**src/loader_pkg.sv**
```systemverilog
//**********************************************************
// shared definitions of the cmd file loader
//   bus widths and the host menu slot of cmd files
//   record type codes of the cmd record chain
//   memory map of the clear sweep and its screen clear code
//   host stream and ram write structs
//**********************************************************
package loader_pkg;

    localparam int data_width = 8;   // one ram byte
    localparam int addr_width = 16;  // z80 address space

    localparam logic [5:0] cmd_menu_index = 6'd2;  // menu slot of /cmd files

    // type byte at the head of every record
    localparam logic [7:0] rec_eof  = 8'd0;
    localparam logic [7:0] rec_data = 8'd1;
    localparam logic [7:0] rec_xfer = 8'd2;  // carries the entry point

    localparam logic [addr_width-1:0] clear_base  = 16'h4000;  // first ram byte above rom
    localparam logic [addr_width-1:0] clear_top   = 16'hffff;
    localparam logic [addr_width-1:0] clear_entry = 16'hffe1;  // routine start and jump target

    // screen clear routine that fills video ram 3c00..3fff with spaces
    // the two operand bytes of the final jp come from the zero fill
    localparam logic [data_width-1:0] clear_code [16] = '{
        8'hf3,                // di
        8'h21, 8'h00, 8'h3c,  // ld hl,3c00h
        8'h11, 8'h01, 8'h3c,  // ld de,3c01h
        8'h3e, 8'h20,         // ld a,20h
        8'h77,                // ld (hl),a
        8'h01, 8'hff, 8'h03,  // ld bc,03ffh
        8'hed, 8'hb0,         // ldir
        8'hc3                 // jp 0000h
    };

    // one cycle of the host file stream
    typedef struct packed {
        logic                  download;  // high for the whole file
        logic                  wr;        // byte strobe
        logic [15:0]           index;     // menu index of the file
        logic [23:0]           addr;      // byte offset in the file
        logic [data_width-1:0] data;
    } host_byte_t;

    // one ram write request
    typedef struct packed {
        logic                  wr;
        logic [addr_width-1:0] addr;
        logic [data_width-1:0] data;
    } mem_write_t;

    // low six bits pick the slot and the upper ten must be clear
    function automatic logic cmd_index_match(input logic [15:0] index);
        return (index[5:0] == cmd_menu_index) && (index[15:6] == 10'd0);
    endfunction

endpackage

```
**src/cmd_loader.sv**
```systemverilog
`timescale 1ns/1ns
//**********************************************************
// cmd file loader top level
//   loader_sequencer   session control and bus ownership
//   cmd_record_parser  record chain to ram writes
//   memory_clear       zero fill with the cls routine
//**********************************************************
module cmd_loader import loader_pkg::*; (
    input  logic                  clock,
    input  logic                  reset,
    input  logic                  cpum1,           // z80 opcode fetch, active low
    input  logic                  erase_mem,       // request a memory clear
    input  logic                  auto_run,        // jump to the transfer address
    input  host_byte_t            host,
    output logic                  ioctl_wait,      // host back-pressure
    output logic                  loader_download, // bus grant, cpu held
    output mem_write_t            loader_write,
    output logic [addr_width-1:0] execute_addr,
    output logic                  execute_enable   // one cycle jump request
);

    mem_write_t            parse_write;
    logic                  parse_start;
    logic                  parse_done;
    logic                  xfer_valid;
    logic [addr_width-1:0] xfer_addr;
    mem_write_t            clear_write;
    logic                  clear_start;
    logic                  clear_done;

    loader_sequencer i_loader_sequencer (
        .clock           (clock),
        .reset           (reset),
        .cpum1           (cpum1),
        .erase_mem       (erase_mem),
        .auto_run        (auto_run),
        .host            (host),
        .parse_write     (parse_write),
        .parse_done      (parse_done),
        .xfer_valid      (xfer_valid),
        .xfer_addr       (xfer_addr),
        .clear_write     (clear_write),
        .clear_done      (clear_done),
        .ioctl_wait      (ioctl_wait),
        .loader_download (loader_download),
        .loader_write    (loader_write),
        .execute_addr    (execute_addr),
        .execute_enable  (execute_enable),
        .parse_start     (parse_start),
        .clear_start     (clear_start)
    );

    cmd_record_parser i_cmd_record_parser (
        .clock       (clock),
        .reset       (reset),
        .parse_start (parse_start),
        .host        (host),
        .parse_write (parse_write),
        .parse_done  (parse_done),
        .xfer_valid  (xfer_valid),
        .xfer_addr   (xfer_addr)
    );

    memory_clear i_memory_clear (
        .clock       (clock),
        .reset       (reset),
        .clear_start (clear_start),
        .clear_write (clear_write),
        .clear_done  (clear_done)
    );

endmodule

```
**src/cmd_record_parser.sv**
```systemverilog
`timescale 1ns/1ns
//**********************************************************
// cmd record chain parser
//   type, length and load address of each record
//   payload bytes to consecutive ram writes
//   transfer address capture and end of file detection
//   first byte parking when it arrives before the grant
//**********************************************************
module cmd_record_parser import loader_pkg::*; (
    input  logic                  clock,
    input  logic                  reset,
    input  logic                  parse_start,  // restart at the first type byte
    input  host_byte_t            host,
    output mem_write_t            parse_write,
    output logic                  parse_done,   // file ended
    output logic                  xfer_valid,   // transfer record seen
    output logic [addr_width-1:0] xfer_addr
);

    typedef enum logic [2:0] {
        p_idle, p_type, p_len, p_lsb, p_msb, p_data, p_skip
    } parse_state_t;

    parse_state_t          state;
    parse_state_t          cur;         // state this cycle's byte is parsed in
    logic [7:0]            rec_type;
    logic [8:0]            count;       // payload or skip bytes left
    logic [addr_width-1:0] rec_addr;    // next payload address
    logic                  at_start;    // session started, no byte taken yet
    logic [data_width-1:0] held_data;   // first byte seen before the bus grant
    logic                  held_valid;
    logic                  new_file;
    logic                  take;        // a byte is parsed this cycle
    logic [data_width-1:0] din;

    // an offset 0 byte outside a fresh session starts a new file
    assign new_file = host.wr && (host.addr == 24'd0) && cmd_index_match(host.index)
                      && !at_start;

    always_comb begin
        cur  = parse_start ? p_type : state;
        take = parse_start ? held_valid : host.wr;     // parked byte goes first
        din  = parse_start ? held_data : host.data;
    end

    always_ff @(posedge clock or posedge reset) begin
        if (reset) begin
            state       <= p_idle;
            rec_type    <= '0;
            count       <= '0;
            rec_addr    <= '0;
            at_start    <= 1'b0;
            held_data   <= '0;
            held_valid  <= 1'b0;
            parse_write <= '0;
            parse_done  <= 1'b0;
            xfer_valid  <= 1'b0;
            xfer_addr   <= '0;
        end else begin
            parse_write.wr <= 1'b0;
            parse_done     <= 1'b0;
            if (new_file) begin
                held_data  <= host.data;  // wait here for parse_start
                held_valid <= 1'b1;
                state      <= p_idle;
            end else begin
                state <= cur;
                if (parse_start) begin
                    held_valid <= 1'b0;
                    xfer_valid <= 1'b0;
                    at_start   <= 1'b1;
                end
                if (take) begin
                    at_start <= 1'b0;
                    case (cur)
                        p_type: begin
                            rec_type <= din;
                            if (din == rec_eof) begin
                                parse_done <= 1'b1;
                                state      <= p_idle;
                            end else begin
                                state <= p_len;
                            end
                        end
                        p_len: begin
                            state <= p_lsb;
                            if (rec_type == rec_data) begin
                                // 0, 1 and 2 wrap to 254, 255 and 256 bytes
                                count <= (din < 8'd3) ? {1'b0, din} + 9'd254
                                                      : {1'b0, din} - 9'd2;
                            end else if (rec_type == rec_xfer) begin
                                count <= (din > 8'd2) ? {1'b0, din} - 9'd2 : 9'd0;
                            end else begin  // unknown record, skip its body
                                count <= {1'b0, din};
                                state <= (din == 8'd0) ? p_type : p_skip;
                            end
                        end
                        p_lsb: begin
                            rec_addr[7:0] <= din;
                            state         <= p_msb;
                        end
                        p_msb: begin
                            rec_addr[addr_width-1:8] <= din;
                            if (rec_type == rec_data) begin
                                state <= p_data;
                            end else begin
                                xfer_addr  <= {din, rec_addr[7:0]};
                                xfer_valid <= 1'b1;
                                if (count == 9'd0) begin  // nothing trails the address
                                    parse_done <= 1'b1;
                                    state      <= p_idle;
                                end else begin
                                    state <= p_skip;
                                end
                            end
                        end
                        p_data: begin
                            parse_write <= '{wr: 1'b1, addr: rec_addr, data: din};
                            rec_addr    <= rec_addr + 1'b1;
                            count       <= count - 9'd1;
                            if (count == 9'd1) state <= p_type;
                        end
                        p_skip: begin
                            count <= count - 9'd1;
                            if (count == 9'd1) begin
                                // a transfer record always closes the file
                                if (rec_type == rec_xfer) begin
                                    parse_done <= 1'b1;
                                    state      <= p_idle;
                                end else begin
                                    state <= p_type;
                                end
                            end
                        end
                        default: ;  // stray bytes while idle
                    endcase
                end
            end
        end
    end

endmodule

```
**src/loader_sequencer.sv**
```systemverilog
`timescale 1ns/1ns
//**********************************************************
// loader session control
//   file start detection and host back-pressure
//   m1 wait before taking the memory bus
//   write source selection and the registered ram port
//   abort on download loss and the execute request
//**********************************************************
module loader_sequencer import loader_pkg::*; (
    input  logic                  clock,
    input  logic                  reset,
    input  logic                  cpum1,
    input  logic                  erase_mem,
    input  logic                  auto_run,
    input  host_byte_t            host,
    input  mem_write_t            parse_write,
    input  logic                  parse_done,
    input  logic                  xfer_valid,
    input  logic [addr_width-1:0] xfer_addr,
    input  mem_write_t            clear_write,
    input  logic                  clear_done,
    output logic                  ioctl_wait,
    output logic                  loader_download,
    output mem_write_t            loader_write,
    output logic [addr_width-1:0] execute_addr,
    output logic                  execute_enable,
    output logic                  parse_start,
    output logic                  clear_start
);

    typedef enum logic [2:0] {
        s_idle,
        s_wait_load,   // file seen, waiting for an opcode fetch
        s_wait_clear,  // clear requested, waiting for an opcode fetch
        s_load,
        s_clear,
        s_release      // hand the bus back to the cpu
    } seq_state_t;

    seq_state_t state;
    logic       clear_session;  // this session is a clear
    logic       file_start;     // first byte offset of a cmd file

    assign file_start = host.download && (host.addr == 24'd0) && cmd_index_match(host.index);

    always_ff @(posedge clock or posedge reset) begin
        if (reset) begin
            state           <= s_idle;
            clear_session   <= 1'b0;
            ioctl_wait      <= 1'b0;
            loader_download <= 1'b0;
            loader_write    <= '0;
            execute_addr    <= '0;
            execute_enable  <= 1'b0;
            parse_start     <= 1'b0;
            clear_start     <= 1'b0;
        end else begin
            loader_write.wr <= 1'b0;  // one write per cycle at most
            execute_enable  <= 1'b0;
            parse_start     <= 1'b0;
            clear_start     <= 1'b0;
            case (state)
                s_idle: begin
                    if (file_start) begin
                        ioctl_wait    <= 1'b1;  // hold the stream until the bus is ours
                        clear_session <= 1'b0;
                        state         <= s_wait_load;
                    end else if (erase_mem) begin
                        clear_session <= 1'b1;
                        state         <= s_wait_clear;
                    end
                end
                s_wait_load: begin
                    if (!host.download) begin  // file dropped before the grant
                        ioctl_wait <= 1'b0;
                        state      <= s_idle;
                    end else if (!cpum1) begin
                        loader_download <= 1'b1;  // only safe during m1
                        parse_start     <= 1'b1;
                        state           <= s_load;
                    end
                end
                s_wait_clear: begin
                    if (!cpum1) begin
                        loader_download <= 1'b1;
                        clear_start     <= 1'b1;
                        state           <= s_clear;
                    end
                end
                s_load: begin
                    ioctl_wait <= 1'b0;  // let the rest of the file flow
                    if (parse_done) begin
                        if (auto_run && xfer_valid) begin
                            execute_enable <= 1'b1;
                            execute_addr   <= xfer_addr;
                        end
                        state <= s_release;
                    end else if (!host.download) begin
                        // host gave up mid file, free the cpu with no jump
                        loader_download <= 1'b0;
                        state           <= s_idle;
                    end else begin
                        loader_write <= parse_write;
                    end
                end
                s_clear: begin
                    loader_write <= clear_write;
                    if (clear_done) begin
                        execute_enable <= 1'b1;
                        execute_addr   <= clear_entry;  // run the cls routine
                        state          <= s_release;
                    end
                end
                s_release: begin
                    // a clear keeps the bus until the request pulse ends
                    if (!clear_session || !erase_mem) begin
                        loader_download <= 1'b0;
                        state           <= s_idle;
                    end
                end
                default: state <= s_idle;
            endcase
        end
    end

endmodule

```
**src/memory_clear.sv**
```systemverilog
`timescale 1ns/1ns
//**********************************************************
// memory clear sweep
//   one write per cycle from clear_base up to clear_top
//   cls routine bytes planted from clear_entry on
//**********************************************************
module memory_clear import loader_pkg::*; (
    input  logic       clock,
    input  logic       reset,
    input  logic       clear_start,
    output mem_write_t clear_write,
    output logic       clear_done   // pulses with the last write
);

    logic                  active;      // sweep running
    logic [addr_width-1:0] sweep_addr;
    logic [addr_width-1:0] offset;      // distance past the routine entry
    logic [data_width-1:0] fill;

    assign offset = sweep_addr - clear_entry;
    // below the entry the subtraction wraps high so only 16 bytes hit the table
    assign fill = (offset[addr_width-1:4] == '0) ? clear_code[offset[3:0]] : '0;

    always_ff @(posedge clock or posedge reset) begin
        if (reset) begin
            active      <= 1'b0;
            sweep_addr  <= clear_base;
            clear_write <= '0;
            clear_done  <= 1'b0;
        end else begin
            clear_write.wr <= 1'b0;
            clear_done     <= 1'b0;
            if (clear_start) begin
                active     <= 1'b1;
                sweep_addr <= clear_base;
            end else if (active) begin
                clear_write <= '{wr: 1'b1, addr: sweep_addr, data: fill};
                sweep_addr  <= sweep_addr + 1'b1;
                if (sweep_addr == clear_top) begin  // top of ram reached
                    active     <= 1'b0;
                    clear_done <= 1'b1;
                end
            end
        end
    end

endmodule

```
**config.mk**
```make
export PLATFORM = sky130hd
export DESIGN_NAME = cmd_loader
export DESIGN_NICKNAME = d
export VERILOG_FILES = /design/src/loader_pkg.sv /design/src/cmd_loader.sv /design/src/cmd_record_parser.sv /design/src/loader_sequencer.sv /design/src/memory_clear.sv
export SDC_FILE = /design/constraint.sdc
export NUM_CORES = 1
export LEC_CHECK = 0
export BUFFER_PORTS_ARGS = -buffer_cell sky130_fd_sc_hd__buf_2
export CORE_ASPECT_RATIO = 1.2
export CORE_MARGIN = 2
export CORE_UTILIZATION = 29
export CTS_BUF_LIST = sky130_fd_sc_hd__clkbuf_8
export CTS_CLUSTER_DIAMETER = 200
export DETAILED_ROUTE_END_ITERATION = 7
export GPL_ROUTABILITY_DRIVEN = 0
export GPL_TIMING_DRIVEN = 0
export MAX_ROUTING_LAYER = met4
export SLEW_MARGIN = 20
export SYNTH_ARGS = -nofsm -noshare
export SYNTH_HDL_FRONTEND = slang
export SYNTH_HIERARCHICAL = 1
export SYNTH_SLANG_ARGS = --single-unit
```
**constraint.sdc**
```tcl
create_clock -name clock -period 3.2 [get_ports clock]
set_input_delay 0.64 -clock clock [delete_from_list [all_inputs] [get_ports clock]]
set_output_delay 0.64 -clock clock [all_outputs]
set_load 0.01 [all_outputs]
```
==> results.py <==
metrics = {
    "status": {
        "outcome": "completed",
    },
    "critical_path": {
        "critPathTopFamily": "multiplexers",
        "required_ps": 3560,
        "cp_max_fo": 10,
        "slowest_delay_ps": 930,
        "endpoint_kind": "flip-flop",
        "critPathKind": "flip-flop to flip-flop",
        "worst_path_most_repeated_cell": "buf_6",
        "arrival_ps": 3430,
        "cp_num_buf_inv": 2,
        "slowest_stage": "mux2i_1",
        "crit_chain": "buf_6, buf_6, mux2i_1, ha_1, nand2_1, or4_1, a31oi_1, o22ai_1",
        "startpoint_type": "flip-flop",
    },
    "timing": {
        "period_needed_ps": 3060,
        "tns_ps": 0,
        "final.setup_skew_ps": 15.1,
        "hold_viol": 0,
        "relSlewSlack": 0.234,
        "finalSetupViolCount": 0,
        "hold_slack_ps": 225,
        "rsz0062_at_grt": "no",
        "max_freq_mhz": 326,
        "slew_violations": 0,
        "period_share": 0.957,
        "tightest_slew_ps": 1120,
    },
    "logic_synthesis": {
        "ys_types": 92,
        "synth_top_area_frac": 0.466,
        "yosysSeqAreaShare": 0.469,
        "synthFlopType": "dfrtp_1",
        "synthCells": 943,
        "syn_nets": 1009,
        "ys_async_sr_fraction": 1.00,
        "synth-edff-count": 0,
        "ys_ff_latch": 182,
        "avgSynthCellArea_um2": 10.3,
        "netlist_top_cells_area": "dfrtp_1 (47%), a21oi_1 (3.6%), mux2_2 (3.5%)",
        "yosysTopAreaCell": "dfrtp_1",
        "synth_area_um2": 9720,
        "ys_warn_count": 6,
    },
    "placement": {
        "dp_hpwl_um": 21000,
        "dp_cells": 1491,
        "io_buffer_count": 96,
        "post_dp_cell_area_um2": 10800,
    },
    "worst_hold_path": {
        "hold_class": "input port to asynchronous set/reset pin",
    },
    "drt": {
        "drtIter0Drc": 941,
        "wl_um": 27700,
        "dr.pass1.iters": 7,
        "num_vias": 8055,
        "wl_per_cell_um": 18.2,
        "drc": 0,
        "antenna_left": 0,
        "via_per_inst": 5.29,
    },
    "cells_and_area": {
        "fin_cells": 1524,
        "layout-drive-gt1-share": 0.235,
        "final_cell_area_um2": 11200,
        "layout_commonest_cell": "dfrtp_1",
        "fin_nets": 1126,
        "area_delta_synth_final_pct": 15.6,
        "fin_util": 0.340,
        "layout_common_cells": "dfrtp_1 (181), buf_2 (110), nor2_1 (84)",
    },
    "clock_tree": {
        "cts_max_path_buffers": 2,
        "cts_buffers": 17,
        "cts_tree": "done",
        "path_clk_slew_ps": 100,
        "htree_levels": 4,
        "clock_latency_ps": 480,
        "cts.sinks": 182,
        "cts_root_buf": "clkbuf_8",
        "cts_setup_buffers": 0,
        "ctsHoldBuffers": 0,
    },
    "grt": {
        "antenna_found_initial": 1,
        "grt_max_degree": 51,
        "grt_pass1_vias": 7876,
        "grt_pass1_wl_um": 43900,
        "grt_overflow": 0,
        "grt_usage": 0.165,
    },
    "floorplanning": {
        "design.die.area_um2": 35000,
        "rows": 73,
        "die_h_um": 205,
        "start_util": 0.294,
        "core_um2": 33100,
        "io_pins": 99,
        "die_w_um": 171,
    },
    "run": {
        "maxCapViolations": 0,
    },
    "power_and_ir_drop": {
        "leakagePower_nw": 5.14,
        "p_per_area_nw_per_um2": 499,
        "peakVddDrop_v": 0.000231,
    },
}
## path summary, 6_finish.rpt
check | startpoint | end | slack [ps] | cells past startpoint
max | i_loader_sequencer/parse_start$_DFF_PP0_ | i_cmd_record_parser/count[7]$_DFFE_PP0P_ | 140 | 8
min | reset | i_cmd_record_parser/count[0]$_DFFE_PP0P_ | 220 | 2
max reg2reg | i_loader_sequencer/parse_start$_DFF_PP0_ | i_cmd_record_parser/count[7]$_DFFE_PP0P_ | 140 | 8
min reg2reg | i_loader_sequencer/loader_write[12]$_DFFE_PP0P_ | i_loader_sequencer/loader_write[12]$_DFFE_PP0P_ | 480 | 1
max in group asynchronous | reset | i_memory_clear/sweep_addr[14]$_DFFE_PP1P_ | 2390 | 3
min in group clock | host[7] | i_cmd_record_parser/held_data[7]$_DFFE_PP0P_ | 440 | 2
## sequential cells by signal, summed over array words and instances, names as in the netlist, 3 cells and up
name	flops
i_cmd_record_parser/xfer_addr	16
i_loader_sequencer/execute_addr	16
i_cmd_record_parser/count	9
i_memory_clear/sweep_addr	16
i_loader_sequencer/loader_write	25
i_cmd_record_parser/state	3
i_cmd_record_parser/parse_write	25
i_cmd_record_parser/rec_addr	16
i_loader_sequencer/state	3
i_cmd_record_parser/held_data	8
i_memory_clear/clear_write	25
i_cmd_record_parser/rec_type	8
## report_power, final
| group | total (mW) | internal, mW | switching (mW) |
|---|---|---|---|
| combinational | 1.34 | 0.520 | 0.822 |
| clock | 1.65 | 0.739 | 0.913 |
| sequential | 2.61 | 2.47 | 0.139 |
## synth_stat cells, types with 23 or more instances
library cell  count
dfrtp_1         181
a22o_1           35
nor2_1           84
clkbuf_1         29
a21oi_1          69
nor3_1           25
o21ai_0          47
inv_1            23
a21o_1           32
mux2_2           30
nand2_1          58
nand3_1          24
## stage by stage
| stage | total power, mW | worst slack [ps] |
|---|---|---|
| floorplan | 3.57 | 253 |
| global placement | 3.95 | -963 |
| detailed placement | 3.98 | -20.6 |
| CTS | 5.65 | 128 |
| global route | 5.94 | 20.5 |
| finish | 5.61 | 136 |
## routing by layer
metal  GRT usage  wire [µm]  up-vias
met1       0.200      11700     4020
met4      0.0481        593        0
met5           -          0        -
met2       0.283      14200      246
met3      0.0269       1230       61
li1            -          -     3728
## area by class of cell
class	instances	area, µm²
antenna	1	2.50
buffer	56	307
fill	3416	21800
tap	450	563
multi-input combinational	681	4770
sequential	182	4560
inverter	24	97.6
clock inverter	14	164
clock buffer	18	248
timing repair buffer	98	528
## kinds of logic (layout without fill, tap and decap cells)
kind of cell,count (synthesis),count (layout),share of synthesized area
DFF,182,182,0.469
other,0,1,0
and+or+nand+nor,307,307,0.178
muxes,60,60,0.0781
AOI/OAI and AO/OA,283,283,0.202
xor gates and xnor gates,20,20,0.0180
buffers and inverters,80,210,0.0408
adders and majority gates,11,11,0.0142
## repair_timing
action	CTS	global route
setup endpoints to repair	1	0
hold endpoints to repair	0	0
resized for setup	1	0
(Power assumes the default switching activity.)
